<file path="config.mk">
export PLATFORM = sky130hd
export DESIGN_NAME = standard_decimator
export DESIGN_NICKNAME = d
export VERILOG_FILES = /design/src/verilog/decim_pkg.sv /design/src/verilog/channel_accumulator.sv /design/src/verilog/standard_decimator.sv /design/src/verilog/window_reducer.sv
export SDC_FILE = /design/constraint.sdc
export NUM_CORES = 1
export LEC_CHECK = 0
export BUFFER_PORTS_ARGS = -buffer_cell sky130_fd_sc_hd__buf_2
export CAP_MARGIN = 20
export CELL_PAD_IN_SITES_DETAIL_PLACEMENT = 1
export CELL_PAD_IN_SITES_GLOBAL_PLACEMENT = 1
export CORE_MARGIN = 4
export CORE_UTILIZATION = 46
export CTS_CLUSTER_DIAMETER = 50
export CTS_CLUSTER_SIZE = 28
export DETAILED_ROUTE_END_ITERATION = 6
export PLACE_DENSITY = 0.74
export SETUP_SLACK_MARGIN = 0.05
export SLEW_MARGIN = 25
export SYNTH_ARGS = -nofsm -noshare
export SYNTH_HDL_FRONTEND = slang
export SYNTH_SLANG_ARGS = --single-unit
</file>
<file path="constraint.sdc">
create_clock -name clock -period 9.3 [get_ports clock]
set_input_delay 0.465 -clock clock [delete_from_list [all_inputs] [get_ports clock]]
set_output_delay 0.465 -clock clock [all_outputs]
set_load 0.02 [all_outputs]
</file>
<file path="src/verilog/decim_pkg.sv">
//////////////////////////////////////////////////
// Decimator widths, channel count and stream structs
//////////////////////////////////////////////////

package decim_pkg;

    // Sample data width, signed two's complement
    localparam int sample_width = 16;

    // Channel number width, addresses up to 8 channels
    localparam int dest_width = 3;

    // Channels actually processed
    // Any dest at or above this is dropped
    localparam int n_channels = 4;

    // Index width into the per-channel state arrays
    localparam int chan_idx_width = $clog2(n_channels);

    // Configured ratio exponent, legal values 0 to 4
    localparam int ratio_log2_width = 3;
    localparam int max_ratio_log2 = 4;

    // Window sum holds 2^max_ratio_log2 full-scale samples without overflow
    localparam int sum_width = sample_width + max_ratio_log2;

    // Sample counter reaches 2^max_ratio_log2, one bit wider than the exponent
    localparam int count_width = max_ratio_log2 + 1;

    // Input and output stream beat
    typedef struct packed {
        logic signed [sample_width-1:0] data;
        logic [dest_width-1:0]          dest;
    } stream_sample_t;

    // Completed window handed from the accumulator to the reducer
    typedef struct packed {
        logic signed [sum_width-1:0]    sum;
        logic signed [sample_width-1:0] last;
        logic [dest_width-1:0]          dest;
    } window_t;

endpackage

</file>
<file path="src/verilog/channel_accumulator.sv">
//////////////////////////////////////////////////
// Per-channel window sums, sample counters and window-complete detection
//////////////////////////////////////////////////

`timescale 1ns/100ps

module channel_accumulator (
    input  logic                                       clock,
    input  logic                                       arst_n,
    input  decim_pkg::stream_sample_t                  in_sample,
    input  logic                                       in_valid,
    input  logic [decim_pkg::ratio_log2_width-1:0]     ratio_log2,
    output decim_pkg::window_t                         win,
    output logic                                       win_valid
);

    // Per-channel running state
    logic signed [decim_pkg::sum_width-1:0]  sum_q   [decim_pkg::n_channels];
    logic [decim_pkg::count_width-1:0]       count_q [decim_pkg::n_channels];

    // Registered ratio is compared against the live input to spot a change
    logic [decim_pkg::ratio_log2_width-1:0]  ratio_q;
    logic                                    ratio_change;

    logic                                    chan_ok;
    logic                                    accept;
    logic                                    complete;
    logic [decim_pkg::chan_idx_width-1:0]    ch;
    logic signed [decim_pkg::sum_width-1:0]  data_ext;
    logic signed [decim_pkg::sum_width-1:0]  sum_next;
    logic [decim_pkg::count_width-1:0]       count_next;
    logic [decim_pkg::count_width-1:0]       window_len;

    // Ratio change flushes every window
    assign ratio_change = (ratio_log2 != ratio_q);

    // Drop dest numbers beyond the processed channels
    assign chan_ok = (in_sample.dest < decim_pkg::n_channels);

    // Samples arriving with a new ratio are discarded along with the partial windows
    assign accept = in_valid && chan_ok && !ratio_change;

    assign ch = in_sample.dest[decim_pkg::chan_idx_width-1:0];

    // Sign extend the sample to sum width
    assign data_ext = {{decim_pkg::max_ratio_log2{in_sample.data[decim_pkg::sample_width-1]}},
                       in_sample.data};

    // State is read combinationally so back-to-back samples on one channel chain up
    assign sum_next   = sum_q[ch] + data_ext;
    assign count_next = count_q[ch] + 1'b1;

    // Window length is 2^ratio
    assign window_len = decim_pkg::count_width'(1) << ratio_q;

    assign complete = accept && (count_next == window_len);

    always_ff @(posedge clock or negedge arst_n) begin
        if (!arst_n) begin
            ratio_q <= '0;
        end else begin
            ratio_q <= ratio_log2;
        end
    end

    always_ff @(posedge clock or negedge arst_n) begin
        if (!arst_n) begin
            for (int i = 0; i < decim_pkg::n_channels; i++) begin
                sum_q[i]   <= '0;
                count_q[i] <= '0;
            end
        end else if (ratio_change) begin
            // Discard all partial windows
            for (int i = 0; i < decim_pkg::n_channels; i++) begin
                sum_q[i]   <= '0;
                count_q[i] <= '0;
            end
        end else if (accept) begin
            if (complete) begin
                // Window handed off so this channel restarts
                sum_q[ch]   <= '0;
                count_q[ch] <= '0;
            end else begin
                sum_q[ch]   <= sum_next;
                count_q[ch] <= count_next;
            end
        end
    end

    // Completion strobe one cycle after the last sample
    always_ff @(posedge clock or negedge arst_n) begin
        if (!arst_n) begin
            win_valid <= 1'b0;
        end else begin
            win_valid <= complete;
        end
    end

    // Window payload
    // the completing sample is also the last of the window
    always_ff @(posedge clock) begin
        if (complete) begin
            win.sum  <= sum_next;
            win.last <= in_sample.data;
            win.dest <= in_sample.dest;
        end
    end

    // Ratio beyond 16 would overflow the sum and the counter
    ratio_range_a: assert property (
        @(posedge clock) disable iff (!arst_n)
        ratio_log2 <= decim_pkg::max_ratio_log2
    );

    // Same channel completing twice in a row only happens with windows of one sample
    win_repeat_a: assert property (
        @(posedge clock) disable iff (!arst_n)
        win_valid && $past(win_valid) && (win.dest == $past(win.dest))
        |-> ($past(ratio_q) == '0)
    );

endmodule

</file>
<file path="src/verilog/standard_decimator.sv">
//////////////////////////////////////////////////
// Decimator top, accumulator feeding the reducer
//////////////////////////////////////////////////

`timescale 1ns/100ps

module standard_decimator (
    input  logic                                       clock,
    input  logic                                       arst_n,
    input  decim_pkg::stream_sample_t                  in_sample,
    input  logic                                       in_valid,
    input  logic [decim_pkg::ratio_log2_width-1:0]     ratio_log2,
    input  logic                                       average_en,
    output decim_pkg::stream_sample_t                  out_sample,
    output logic                                       out_valid
);

    // Completed window between the two stages
    decim_pkg::window_t win;
    logic               win_valid;

    // Stage 1
    // per-channel sums, window complete one cycle after the last sample
    channel_accumulator accumulator_i (
        .clock      (clock),
        .arst_n     (arst_n),
        .in_sample  (in_sample),
        .in_valid   (in_valid),
        .ratio_log2 (ratio_log2),
        .win        (win),
        .win_valid  (win_valid)
    );

    // Stage 2
    // average or last sample, output two cycles after the completing input
    window_reducer reducer_i (
        .clock      (clock),
        .arst_n     (arst_n),
        .win        (win),
        .win_valid  (win_valid),
        .ratio_log2 (ratio_log2),
        .average_en (average_en),
        .out_sample (out_sample),
        .out_valid  (out_valid)
    );

endmodule

</file>
<file path="src/verilog/window_reducer.sv">
//////////////////////////////////////////////////
// Window to sample reduction, average or last sample
//////////////////////////////////////////////////

`timescale 1ns/100ps

module window_reducer (
    input  logic                                       clock,
    input  logic                                       arst_n,
    input  decim_pkg::window_t                         win,
    input  logic                                       win_valid,
    input  logic [decim_pkg::ratio_log2_width-1:0]     ratio_log2,
    input  logic                                       average_en,
    output decim_pkg::stream_sample_t                  out_sample,
    output logic                                       out_valid
);

    // Full-width shifted sum, upper bits only carry sign
    logic signed [decim_pkg::sum_width-1:0]    avg_full;
    logic signed [decim_pkg::sample_width-1:0] avg;
    logic signed [decim_pkg::sample_width-1:0] result;

    // Floor average
    // arithmetic shift rounds toward minus infinity
    assign avg_full = win.sum >>> ratio_log2;

    // Sum of 2^k samples shifted by k always fits a sample
    assign avg = avg_full[decim_pkg::sample_width-1:0];

    // Plain decimation keeps the last sample of the window
    assign result = average_en ? avg : win.last;

    // Output strobe trails win_valid by one cycle
    always_ff @(posedge clock or negedge arst_n) begin
        if (!arst_n) begin
            out_valid <= 1'b0;
        end else begin
            out_valid <= win_valid;
        end
    end

    // Output payload
    always_ff @(posedge clock) begin
        if (win_valid) begin
            out_sample.data <= result;
            out_sample.dest <= win.dest;
        end
    end

    // Accumulator only sums whole windows, so truncation never drops magnitude
    avg_fits_a: assert property (
        @(posedge clock) disable iff (!arst_n)
        win_valid && average_en
        |-> (avg_full[decim_pkg::sum_width-1:decim_pkg::sample_width-1] == '0) ||
            (avg_full[decim_pkg::sum_width-1:decim_pkg::sample_width-1] == '1)
    );

endmodule
</file>
## Word level (Yosys, flattened, before mapping)

Index checks and enable logic that the tools add are counted.

| word-level totals | value |
|---|---|
| flip-flop bits (word level) | 163 |
| bits in latches | 0 |
| bits in writable memories | 0 |
| ROM bits | 0 |
| input port bits | 26 |
| output and inout port bits | 20 |
| memories kept | 0 |

| operators by class | value |
|---|---|
| add/subtract/negate cells | 2 |
| $mul | 0 |
| div/mod/pow operators | 0 |
| $lt $le $gt $ge | 3 |
| equality and inequality tests | 2 |
| shift-type cells | 2 |
| muxes and demuxes | 19 |
| bitwise gates (word level) | 5 |
| reduce and logical (&&, ||, !) cells | 6 |

Operators by type and width:

| operator | number |
|---|---|
| 2-to-1 mux 80 bit | 3 |
| 2-to-1 mux 20 bit | 6 |
| bitwise AND 80 bit | 1 |
| bitwise mux 80 bit | 1 |
| NOT 80 bit | 1 |
| binary-select mux 20 bit (select 2 bit) | 1 |
| demux 20 bit (select 2 bit) | 1 |
| adder 20 x 16 -> 20 bit | 1 |
| bitwise AND 20 bit | 1 |
| bitwise mux 20 bit | 1 |
| NOT 20 bit | 1 |
| >>> shifter 20 x 3 -> 16 bit | 1 |
| 2-to-1 mux 16 bit | 1 |
| 2-to-1 mux 5 bit | 3 |
| binary-select mux 5 bit (select 2 bit) | 1 |
| demux 5 bit (select 2 bit) | 1 |
| adder 5 x 1 -> 5 bit, second input constant | 1 |
| equality test 5 bit | 1 |
| << shifter 1 x 3 -> 5 bit, first input constant | 1 |
| logical AND 1 bit | 4 |
| greater-or-equal comparator 3 bit, second input constant | 1 |
| < comparator 3 x 1 -> 1 bit, second input constant | 1 |
| < comparator 3 bit, second input constant | 1 |
| inequality test 3 bit | 1 |
| 3 further kinds | 3 |

## Longest topological paths before layout

Gate-level depths: netlist of the first run.

| depth | value |
|---|---|
| depth after elaboration | 10 |
| depth in mapped cells | 14 |
| depth with buffers taken out | 11 |

## By module

From an unflattened synthesis of the first run, not the netlist that was laid out.

| unflattened totals | value |
|---|---|
| cells, all modules | 654 |
| area total of the unflattened synthesis | 8081.5 µm² |

Modules (own cells, without submodules):

| module | times used | cells an instance | area an instance (µm²) | seq. area each (µm²) |
|---|---|---|---|---|
| channel_accumulator | 1 | 532 | 6673.9 | 3773.6 |
| window_reducer | 1 | 122 | 1407.6 | 595.6 |

## Worst setup path before layout of the first run

Ideal clock, no wire load.

| timing path | value |
|---|---|
| path kind | input to register |
| start point | input port in_sample[0] (netlist name) |
| end point | register accumulator_i.sum_q[17] (netlist name) |
| data arrival time | 4256 ps |
| data required time | 9179 ps |
| slack | 4923 ps |
| stages on the path | 14 |
| cell sequence | buf_6 buf_2 buf_1 clkbuf_1 mux4_2 ha_1 clkbuf_1 and4_1 and2_1 a221oi_1 o21ai_0 a211oi_1 nor2_1 a22o_1 |

RTL lines:

| item | RTL line | RTL |
|---|---|---|
| start, declared | standard_decimator.sv:10 | `input decim_pkg::stream_sample_t in_sample,` |
| NOT 2 -> 3 bit (implied by the code) | channel_accumulator.sv:50 | `assign sum_next = sum_q[ch] + data_ext;` |
| binary-select mux 20 bit (select 2 bit) | channel_accumulator.sv:50 |  |
| 2-to-1 mux 20 bit (implied by the code) (2 in a row) | channel_accumulator.sv:50 |  |
| adder 20 x 16 -> 20 bit | channel_accumulator.sv:50 |  |
| named net accumulator_i.sum_next, one bit | channel_accumulator.sv:30 | `logic signed [decim_pkg::sum_width-1:0] sum_next;` |
| bitwise mux 80 bit | channel_accumulator.sv:84 | `sum_q[ch] <= sum_next;` |
| 2-to-1 mux 80 bit | channel_accumulator.sv:79 | `if (complete) begin` |
| 2-to-1 mux 80 bit | channel_accumulator.sv:78 | `end else if (accept) begin` |
| 2-to-1 mux 80 bit | channel_accumulator.sv:72 | `end else if (ratio_change) begin` |
| end signal, assigned by index | channel_accumulator.sv:84 |  |
| end, declared | channel_accumulator.sv:18 | `logic signed [decim_pkg::sum_width-1:0] sum_q [decim_pkg::n_channels];` |

The timed path passes the listed nets, and every way through them passes these cells. The select of a mux whose other input is x is not followed.
A chain may end at the register's enable or synchronous reset.

## Worst setup path in the final report of the first run

| timing path | value |
|---|---|
| start point | input port in_sample[1] (netlist name) |
| end point | register accumulator_i.sum_q[78] (netlist name) |

The elaborated chain is that of the path after synthesis.

==> results by group, run 1 <==
CTS
  • Worst-skew pair later-pin latency: 0.43 ns
  • Clock transition at path regs: 0.07 ns
  • Clock Sinks: 163
  • Post-CTS Hold Fix Bufs: 0
  • Root buffer cell: clkbuf_16
  • Setup bufs post-CTS: 0
  • Num CTS Buffers: 17
  • Htree depth: 4
  • Post_cts resized: 0
  • Clk buf depth: 2
  • CTS tree: done

Global routing
  • Vias in the first global route: 6483
  • Largest net degree at the start of global routing: 66
  • Total gr overflow: 0
  • GRT Total Usage: 22.7%
  • First-pass GRT wire length: 35400 µm
  • Antenna violations before repair: 0

Pwr
  • Seq pwr share: 46.7%
  • Combinational group share of total power: 7.5%
  • Net Sw Frac: 24.5%
  • VDD IR max: 0.000130 V
  • Clk pwr share: 45.8%
  • Switch Pwr: 0.394 mW
  • Leak pwr: 3.88 nW
  • Pwr Density: 176 nW/µm²
  • Pwr Total: 1.61 mW
  • Internal Power: 1.21 mW

Place
  • PortBufs: 45
  • Cell Area, Placed: 8550 µm²
  • Hpwl dp: 15100 µm
  • Routability cong.: 0.829

Timing
  • Slew margin rel.: 34.7%
  • Clock Skews: 0.0124 ns
  • Least-Margin Pin Slew: 0.977 ns
  • Final setup vio count: 0
  • Max Freq: 0.241 GHz
  • RSZ-0062 raised after global routing: false
  • Setup tns final: 0 ns
  • Period utilization: 44.6%
  • Pins Over Slew Limit: 0
  • Hold Fails Final Rpt: 0
  • Fin crit period: 4.15 ns
  • Worst hold slack: 0.00899 ns

Finish
  • Fin nets: 756
  • Layout cells sized above 1: 16.9%
  • Ant diodes: 0
  • Final instance area: 9170 µm²
  • Fillers: 1824
  • Finished Core Util: 52.6%
  • Synth-to-layout area growth: 11.4%

Worst setup path
  • Critical Path, Cell by Cell: buf_2 -> mux4_2 -> ha_1 -> inv_1 -> fa_1 -> nand2b_1 -> a211oi_1 -> o31ai_1 -> a211oi_1 -> a41oi_1 -> xnor2_1 -> a22o_1
  • Crit path capture type: flip-flop
  • Critical Path Most Common Cell: a211oi_1
  • Crit start category: input port
  • Critical path peak fanout: 33
  • Crit Path Category: in2reg
  • Worst Path Required: 9.66 ns
  • CP arrival: 4.51 ns
  • Largest stage delay, worst path: 0.63 ns
  • Setup crit start: in_sample[1]
  • R2R Path Start: accumulator_i.sum_q[40]
  • Delay-heaviest family, CP: compound AO/OA/AOI/OAI gates
  • CP bufs+invs: 2
  • CP max-delay cell: buf_2

Die
  • I/O pin count: 46
  • Die area: 20100 µm²
  • Core Region: 17400 µm²
  • Initial Util: 47.2%
  • Die width: 142 µm
  • Site row count: 48
  • Die Y-Extent: 142 µm

Synthesis
  • Netlist cell types: 55
  • Area leader, netlist: dfrtp_1
  • Top cells by count, synth: dfrtp_1 (105), a22o_1 (65), edfxtp_1 (58)
  • Most numerous cell in the Yosys netlist: dfrtp_1
  • Synthesized area: 8230 µm²
  • Syn_area_per_cell: 12.0 µm²
  • Post-synth top area share: 31.9%
  • YS warnings: 0
  • Most used DFF post-synth: dfrtp_1
  • Syn_nets: 730
  • Post-synth EDFFs: 58
  • Top cells by area, synth: dfrtp_1 (32%), edfxtp_1 (21%), mux4_2 (7.4%), a22o_1 (6.9%), mux2i_1 (4.3%)
  • Sequential share of the synthesized area: 53.1%
  • Post-synthesis register bit count: 163
  • Mapped Cells: 683
  • Ys async rst share: 64.4%

Run status
  • Status: finished, final reports clean

Drt
  • DRT Pass-1 Iters: 5
  • Vias per cell: 6.18
  • DR vias: 5853
  • Initial DRC Count: 397
  • DR DRC count: 0
  • Drt wl/cell: 23.1 µm
  • Final WL: 21900 µm
  • Post-DRT Antenna Nets: 0

Job
  • Max-Cap Viols: 0

Min path
  • Hold crit path type: in2async
==> registers in the layout (all words and copies together), names as in the netlist <==
register,count
accumulator_i.win,39
accumulator_i.ratio_q,3
reducer_i.out_valid,1
accumulator_i.count_q,20
accumulator_i.sum_q,80
accumulator_i.win_valid,1
reducer_i.out_sample,19
==> worst register-to-register path: stages, from the launching register on <==
cell	delay, ns
dfrtp_1	0.36
mux4_2	0.24
ha_1	0.20
inv_1	0.08
fa_1	0.45
nand2b_1	0.22
a211oi_1	0.37
o31ai_1	0.19
a211oi_1	0.61
a41oi_1	0.25
xnor2_1	0.46
a22o_1	0.22
==> layout by cell type (no fill, tap or decap), drive strengths merged, types with 3 or more instances in the layout <==
| cell | Yosys | layout |
|---|---|---|
| nor2 | 52 | 52 |
| o31ai | 3 | 3 |
| bufinv | 0 | 3 |
| a211oi | 9 | 9 |
| xnor2 | 16 | 16 |
| a32o | 4 | 4 |
| nand2b | 3 | 3 |
| edfxtp | 58 | 58 |
| ha | 20 | 20 |
| o21ai | 30 | 30 |
| a21boi | 4 | 4 |
| nand3 | 19 | 19 |
| clkbuf | 29 | 17 |
| a22oi | 4 | 4 |
| nand2 | 45 | 45 |
| mux2 | 3 | 3 |
| dfrtp | 105 | 105 |
| buf | 16 | 52 |
| mux4 | 27 | 27 |
| a31oi | 4 | 4 |
| mux2i | 35 | 35 |
| nor3 | 6 | 6 |
| inv | 14 | 22 |
| a22o | 65 | 65 |
| and2 | 13 | 13 |
| a21o | 5 | 5 |
| nor2b | 6 | 6 |
| xor2 | 4 | 4 |
| and3 | 6 | 6 |
| or3 | 3 | 3 |
| a21oi | 51 | 51 |
==> worst paths after layout <==
kind,end,slack [ns],depth (start not counted)
worst max-delay path,accumulator_i.sum_q[78],5.15,12
worst min-delay path,accumulator_i.sum_q[1],0.009,1
worst max register to register,accumulator_i.sum_q[78],5.60,11
worst min register to register,reducer_i.out_sample[2],0.43,0
max in group asynchronous,accumulator_i.sum_q[14],8.06,2
min in group clock,accumulator_i.win[6],0.24,1
==> metal layers <==
metal	track usage (%)	wire (µm)	part of all wire, %
met4	6.82	433	2.0
met2	40.4	11500	52
met5	0	0	0
met1	28.8	9380	43
met3	3.27	593	2.7
==> power groups by stage <==
stage                     combinational, mW  sequential, mW  clock, mW
after floorplan                      0.0747           0.764          0
after CTS                             0.121           0.751      0.749
final                                 0.121           0.751      0.737
after detailed placement              0.120           0.765          0
after global routing                  0.132           0.751      0.787
after global placement                0.114           0.765          0
==> stage by stage <==
step                      setup slack, ns  instances
final                                5.15        947
after global placement               5.00        915
after CTS                            5.23        947
after global routing                 5.07        947
after floorplan                      4.92        683
after detailed placement             4.84        915
==> final cells by class <==
cell class / count / area (µm²) / area share [%]
Timing Repair Buffer: 52 / 280 / 3.06
Tap cell: 225 / 282 / 3.07
Multi-Input combinational cell: 461 / 3570 / 38.9
Sequential cell: 163 / 4370 / 47.7
Inverter: 14 / 52.6 / 0.573
Clock buffer: 17 / 425 / 4.64
Clock inverter: 15 / 190 / 2.07
==> kinds of logic after synthesis <==
family / share of synthesized area [%]
flops: 53.1
xor+xnor: 2.22
mux: 12.1
fa+ha+maj: 3.29
simple gates: 8.91
buf+inv: 3.54
compound gates: 16.9
Power figures use the tool's default switching activity.
==> run 2, diff against run 1 <==
--- a/config.mk
+++ b/config.mk
@@ -10,11 +10,11 @@
 export CELL_PAD_IN_SITES_DETAIL_PLACEMENT = 1
 export CELL_PAD_IN_SITES_GLOBAL_PLACEMENT = 1
 export CORE_MARGIN = 4
-export CORE_UTILIZATION = 46
+export CORE_UTILIZATION = 45
 export CTS_CLUSTER_DIAMETER = 50
 export CTS_CLUSTER_SIZE = 28
 export DETAILED_ROUTE_END_ITERATION = 6
-export PLACE_DENSITY = 0.74
+export PLACE_DENSITY = 0.76
 export SETUP_SLACK_MARGIN = 0.05
 export SLEW_MARGIN = 25
 export SYNTH_ARGS = -nofsm -noshare
==> constraint.sdc (replaced) <==
create_clock -name clock -period 3.6 [get_ports clock]
set_input_delay 0.18 -clock clock [delete_from_list [all_inputs] [get_ports clock]]
set_output_delay 0.18 -clock clock [all_outputs]
set_load 0.02 [all_outputs]
==> run 2 against run 1 <==
Net effect: worst hold slack improved by 0.063 ns; cell count increased by 3.7%; setup slack got worse by 4.9 ns; routed wire length increased by 7.3%; die area increased by 2.1%; final area increased by 3.9%; sequential cell count unchanged; combinational power increased to 2.9 times the previous value; non-clock buffer count increased by 31; largest cell class unchanged.
==> results by group, run 2 (synthesis gave the netlist of run 1 again) <==
Global routing
  • Vias in the first global route: 6723 (+3.7%)
  • GRT Total Usage: 24.0% (+1.2 points)
  • Largest net degree at the start of global routing: 41 (-38%)
  • Total gr overflow: 0 (unchanged)
  • Antenna violations before repair: 0 (unchanged)
  • First-pass GRT wire length: 37700 µm (+6.4%)

Finish
  • Fin nets: 787 (+4.1%)
  • Sequential Area: 4370 µm² (unchanged)
  • Multi-input logic area: 3590 µm² (+0.63%)
  • Fillers: 1812 (-0.66%)
  • Largest Register: accumulator_i.sum_q
  • Ant diodes: 0 (unchanged)
  • Non-filler cells, final: 982 (+3.7%)
  • Synth-to-layout area growth: 15.8%
  • Layout cells sized above 1: 18.5% (+1.6 points)
  • Regs by FF count: accumulator_i.sum_q x80, accumulator_i.win x39, accumulator_i.count_q x20
  • Commonest cells after routing, fill and taps aside: dfrtp_1 (105), a22o_1 (65), edfxtp_1 (58), nor2_1 (52), a21oi_1 (51)
  • Max reg flops: 80 (unchanged)
  • Commonest non-fill, non-tap cell in the layout: dfrtp_1

Drt
  • Initial DRC Count: 473 (+19%)
  • DR vias: 6125 (+4.6%)
  • DR DRC count: 0 (unchanged)
  • Post-DRT Antenna Nets: 0 (unchanged)
  • Final WL: 23500 µm (+7.3%)
  • DRT Pass-1 Iters: 5 (unchanged)
  • Drt wl/cell: 23.9 µm (+3.4%)
  • Vias per cell: 6.24 (+0.92%)

Timing
  • Final setup vio count: 0 (unchanged)
  • RSZ-0062 raised after global routing: true
  • Worst hold slack: 0.0715 ns (+0.0625 ns)
  • Pins Over Slew Limit: 0 (unchanged)
  • Least-Margin Pin Slew: 0.836 ns (-0.141 ns)
  • Hold Fails Final Rpt: 0 (unchanged)
  • Clock Skews: 0.0115 ns (-0.000939 ns)
  • Slew margin rel.: 44.3% (+9.6 points)
  • Fin crit period: 3.34 ns
  • Period utilization: 92.8%
  • Max Freq: 0.299 GHz

Worst setup path
  • Crit path capture type: flip-flop
  • Crit Path Category: reg2reg
  • R2R Setup Slk: 0.26 ns (-5.34 ns)
  • Stages on worst setup path: 8 (-4)
  • Critical Path, Cell by Cell: mux4_2 -> ha_1 -> a311oi_1 -> o21ai_0 -> o21a_1 -> or4_4 -> and2_1 -> a22o_1
  • CP arrival: 3.66 ns (-0.85 ns)
  • CP bufs+invs: 0 (-2)
  • RR Endpoint: accumulator_i.sum_q[72]
  • R2R Path Start: accumulator_i.count_q[1]
  • CP max-delay cell: or4_4
  • Largest stage delay, worst path: 0.58 ns (-0.05 ns)
  • Worst Path Required: 3.91 ns (-5.75 ns)
  • Cell depth of the worst flop-to-flop path: 8 (-3)
  • Crit start category: flip-flop
  • Delay-heaviest family, CP: simple AND/OR/NAND/NOR gates
  • Critical path peak fanout: 16 (-52%)

Place
  • Placed Cells: 933 (+2.0%)
  • Hpwl dp: 16000 µm (+6.2%)
  • Routability cong.: 0.980 (+18%)
  • PortBufs: 45 (unchanged)

Die
  • I/O pin count: 46 (unchanged)
  • Core Region: 18000 µm² (+3.1%)
  • Die width: 143 µm (+1.0%)
  • Die area: 20500 µm² (+2.1%)
  • Die Y-Extent: 143 µm (+1.0%)
  • Initial Util: 45.8% (-1.4 points)
  • Site row count: 49 (+2.1%)

Min path
  • Hold_sp: in_sample[18]
  • Hold endpoint: accumulator_i.win[18]
  • Cells on Worst Hold Path: 1
  • Hold crit path type: in2reg

CTS
  • Clock transition at path regs: 0.07 ns (about the same)
  • Root buffer cell: clkbuf_16
  • Num CTS Buffers: 17 (unchanged)
  • CTS tree: done
  • Clk buf depth: 2 (unchanged)
  • Htree depth: 4 (unchanged)
  • Worst-skew pair later-pin latency: 0.43 ns (about the same)
  • Clock Sinks: 163 (unchanged)

Job
  • Max-Cap Viols: 0 (unchanged)

Pwr
  • VDD IR max: 0.000345 V (+170%)
  • Leak pwr: 4.03 nW (+4.1%)
  • Pwr Density: 449 nW/µm² (+160%)

Run status
  • Status: finished, final reports clean
==> run 2: stage by stage <==
| stage | area (µm²) | util (%) | total power [mW] | setup WS (ns) | setup TNS, ns |
|---|---|---|---|---|---|
| 6_report | 9520 | 53.0 | 4.27 | 0.258 | 0 |
| 2_1_floorplan | 8230 | - | 2.17 | 0.0594 | 0 |
| 3_5_place_dp | 8690 | 48.4 | 2.30 | -0.0288 | -0.0985 |
| 5_1_grt | 9520 | 53.0 | 4.40 | 0.0311 | 0 |
| 3_3_place_gp | 8690 | 48.4 | 2.28 | 0.0833 | 0 |
| 4_1_cts | 9500 | 52.9 | 4.27 | 0.173 | 0 |
==> run 2: layer usage <==
layer  global-route usage [%]  part of all wire, %  vias up
li1                         -                    -     2699
met1                     31.2                   42     3211
met2                     41.4                   52      176
met3                     3.88                  4.4       39
met4                     7.20                  1.7        0
met5                        0                    0        -
==> run 2: worst max-delay path by stage <==
stage,from,to,slack [ns]
after detailed placement,in_sample[0],accumulator_i.win[38],-0.03
after floorplan,in_sample[0],accumulator_i.sum_q[17],0.06
after global placement,in_sample[0],accumulator_i.win[38],0.08
after global routing,accumulator_i.sum_q[0],accumulator_i.sum_q[54],0.03
after CTS,accumulator_i.sum_q[1],accumulator_i.win[38],0.17
final,accumulator_i.count_q[1],accumulator_i.sum_q[72],0.26
==> run 2: cell type report <==
type	count	area share [%]
Clock buffer	18	4.61
Multi-Input combinational cell	461	37.7
Sequential cell	163	45.9
Clock inverter	14	2.12
Timing Repair Buffer	83	6.10
Inverter	14	0.591
Tap cell	229	3.01
==> run 2: report_power, final <==
part | internal [mW] | switching [mW]
combinational | 0.119 | 0.227
clock | 1.19 | 0.796
sequential | 1.93 | 0.00853
==> run 2: timing repair <==
item	CTS	global route
gates resized for setup	0	4
hold endpoints to repair	50	0
hold buffers	17	0
endpoints found under the setup margin	0	19
buffers inserted	0	0
==> run 3, diff against run 2 <==
--- a/config.mk
+++ b/config.mk
@@ -14,7 +14,7 @@
 export CTS_CLUSTER_DIAMETER = 50
 export CTS_CLUSTER_SIZE = 28
 export DETAILED_ROUTE_END_ITERATION = 6
-export PLACE_DENSITY = 0.76
+export PLACE_DENSITY_LB_ADDON = 0.3
 export SETUP_SLACK_MARGIN = 0.05
 export SLEW_MARGIN = 25
 export SYNTH_ARGS = -nofsm -noshare
==> run 3 against run 2 <==
Net effect: via count grew 0.75%; final area decreased by 1.5%; critical endpoint is now accumulator_i.sum_q[14]; worst hold slack worse by 0.0050 ns.
==> results by group, run 3 (synthesis gave the netlist of run 1 again) <==
Run status
  • Status: finished, final reports clean

Job
  • Max-Cap Viols: 0 (unchanged)

Worst setup path
  • Setup crit start: accumulator_i.sum_q[40]
  • CP arrival: 3.75 ns (+0.09 ns)
  • RR Endpoint: accumulator_i.sum_q[14]
  • Cell depth of the worst flop-to-flop path: 12 (+4)
  • Worst Path Required: 3.97 ns (+0.06 ns)
  • Crit path capture type: flip-flop
  • Crit Path Category: reg2reg
  • Crit start category: flip-flop
  • R2R Path Start: accumulator_i.sum_q[40]
  • Critical path peak fanout: 5 (-11)
  • R2R Setup Slk: 0.22 ns (-0.04 ns)

Finish
  • Sequential Area: 4370 µm² (unchanged)
  • Synth-to-layout area growth: 14.0%
  • Largest Register: accumulator_i.sum_q
  • Commonest cells after routing, fill and taps aside: dfrtp_1 (105), a22o_1 (65), edfxtp_1 (58), nor2_1 (52), a21oi_1 (51)
  • Layout cells sized above 1: 18.0% (-0.42 points)
  • Regs by FF count: accumulator_i.sum_q x80, accumulator_i.win x39, accumulator_i.count_q x20
  • Fin nets: 788 (+0.13%)
  • Ant diodes: 0 (unchanged)
  • Non-filler cells, final: 983 (+0.10%)
  • Finished Core Util: 52.2% (-0.79 points)
  • Multi-input logic area: 3570 µm² (-0.56%)
  • Commonest non-fill, non-tap cell in the layout: dfrtp_1
  • Max reg flops: 80 (unchanged)
  • Fillers: 1841 (+1.6%)

CTS
  • Setup bufs post-CTS: 0 (unchanged)
  • Clk buf depth: 2 (unchanged)
  • Htree depth: 4 (unchanged)
  • Worst-skew pair later-pin latency: 0.44 ns (about the same)
  • Num CTS Buffers: 17 (unchanged)
  • Root buffer cell: clkbuf_16
  • Clock transition at path regs: 0.07 ns (about the same)
  • Clock Sinks: 163 (unchanged)
  • CTS tree: done

Timing
  • Pins Over Slew Limit: 0 (unchanged)
  • Slew margin rel.: 42.6% (-1.6 points)
  • Final setup vio count: 0 (unchanged)
  • Worst hold slack: 0.0665 ns (-0.00497 ns)
  • Hold Fails Final Rpt: 0 (unchanged)
  • Max Freq: 0.296 GHz (-1.2%)
  • Clock Skews: 0.00984 ns (-0.00161 ns)
  • Least-Margin Pin Slew: 0.860 ns (+0.0240 ns)
  • RSZ-0062 raised after global routing: false
  • Setup tns final: 0 ns (unchanged)
  • Period utilization: 94.0% (+1.1 points)
  • Fin crit period: 3.38 ns (+0.0413 ns)

Drt
  • Initial DRC Count: 542 (+15%)
  • Final WL: 23800 µm (+1.4%)
  • DR DRC count: 0 (unchanged)
  • DRT Pass-1 Iters: 5 (unchanged)
  • Drt wl/cell: 24.2 µm (+1.3%)
  • Vias per cell: 6.28 (+0.65%)
  • Post-DRT Antenna Nets: 0 (unchanged)
  • DR vias: 6171 (+0.75%)

Global routing
  • Largest net degree at the start of global routing: 64 (+56%)
  • Antenna violations before repair: 0 (unchanged)
  • Vias in the first global route: 6762 (+0.58%)
  • First-pass GRT wire length: 38100 µm (+1.1%)
  • GRT Total Usage: 24.3% (+0.38 points)
  • Total gr overflow: 0 (unchanged)

Pwr
  • Pwr Density: 422 nW/µm² (-5.9%)
  • Leak pwr: 3.97 nW (-1.6%)
  • Switch Pwr: 1.03 mW (-0.58%)
  • Seq pwr share: 49.0% (+3.6 points)
  • VDD IR max: 0.000270 V (-22%)
  • Internal Power: 2.94 mW (-9.4%)
  • Net Sw Frac: 25.9% (+1.7 points)
  • Combinational group share of total power: 8.7% (+0.6 points)
  • Clk pwr share: 42.3% (-4.2 points)

Die
  • Die width: 143 µm (unchanged)
  • Die Y-Extent: 143 µm (unchanged)
  • I/O pin count: 46 (unchanged)
  • Site row count: 49 (unchanged)
  • Core Region: 18000 µm² (unchanged)
  • Initial Util: 45.8% (unchanged)
  • Die area: 20500 µm² (unchanged)

Place
  • Hpwl dp: 16200 µm (+1.4%)
  • Routability cong.: 0.927 (-5.4%)
  • Placed Cells: 934 (+0.11%)
  • PortBufs: 45 (unchanged)

Min path
  • Hold crit path type: in2reg
  • Hold endpoint: accumulator_i.win[18]
  • Cells on Worst Hold Path: 1 (unchanged)
  • Hold_sp: in_sample[18]
==> run 3: cell count changes in the layout (fill, tap and decap cells not counted), moves of 2 or more <==
cell,change
buf_4,+3
xnor2_1,+2
xnor2_2,-2
bufinv_16,-4
clkinv_4,+2
clkinv_2,+2
buf_12,-2
==> run 3: power groups by stage <==
stage,clock [mW],sequential [mW],combinational [mW]
after floorplan,0,1.97,0.193
after global placement,0,1.98,0.309
after detailed placement,0,1.98,0.325
after CTS,1.69,1.94,0.342
after global routing,1.78,1.94,0.373
final,1.67,1.94,0.345
==> run 3: layout make-up <==
type                       count  share of cell area, %
clock buffer                  18                   4.58
timing repair buffer          84                   6.00
tap                          229                   3.05
multi-input combinational    461                   38.1
clock inverter                14                   1.13
inverter                      14                  0.600
sequential                   163                   46.6
==> run 3: worst max-delay path, stage by stage (launching register included) <==
cell and delay (ns):
dfrtp_1 0.37, mux4_2 0.25, ha_1 0.21, inv_1 0.08, fa_1 0.42, nand2b_1 0.23, a211oi_1 0.32, o31ai_1 0.18
a211oi_1 0.27, buf_4 0.19, a21boi_0 0.10, xnor2_1 0.46, a22o_1 0.22
==> run 3: how the worst max path moves through the flow <==
stage               depth (start not counted)                 endpoint
floorplan                                  14  accumulator_i.sum_q[17]
global placement                           10    accumulator_i.win[38]
detailed placement                         11  accumulator_i.sum_q[39]
CTS                                         9  accumulator_i.sum_q[39]
global route                               12  accumulator_i.sum_q[14]
finish                                     12  accumulator_i.sum_q[14]
==> run 3: layer usage <==
layer,vias up,GRT usage [%],share of wire [%]
met5,-,0,0
met4,0,7.70,1.9
met3,37,4.62,5.1
met2,185,42.4,51
met1,3254,30.8,42
li1,2695,-,-
==> run 3: stage by stage <==
stage               total power, mW  setup WS, ns  cell area [µm²]
finish                         3.96         0.217             9380
detailed placement             2.30        0.0137             8670
floorplan                      2.17        0.0594             8230
CTS                            3.97         0.211             9370
global route                   4.10         0.100             9380
global placement               2.29         0.132             8670
==> run 3: timing repair <==
item	in CTS	in global routing
resized for setup	0	1
hold buffers	16	1
endpoints found under the setup margin	0	5
hold endpoints to repair	76	1
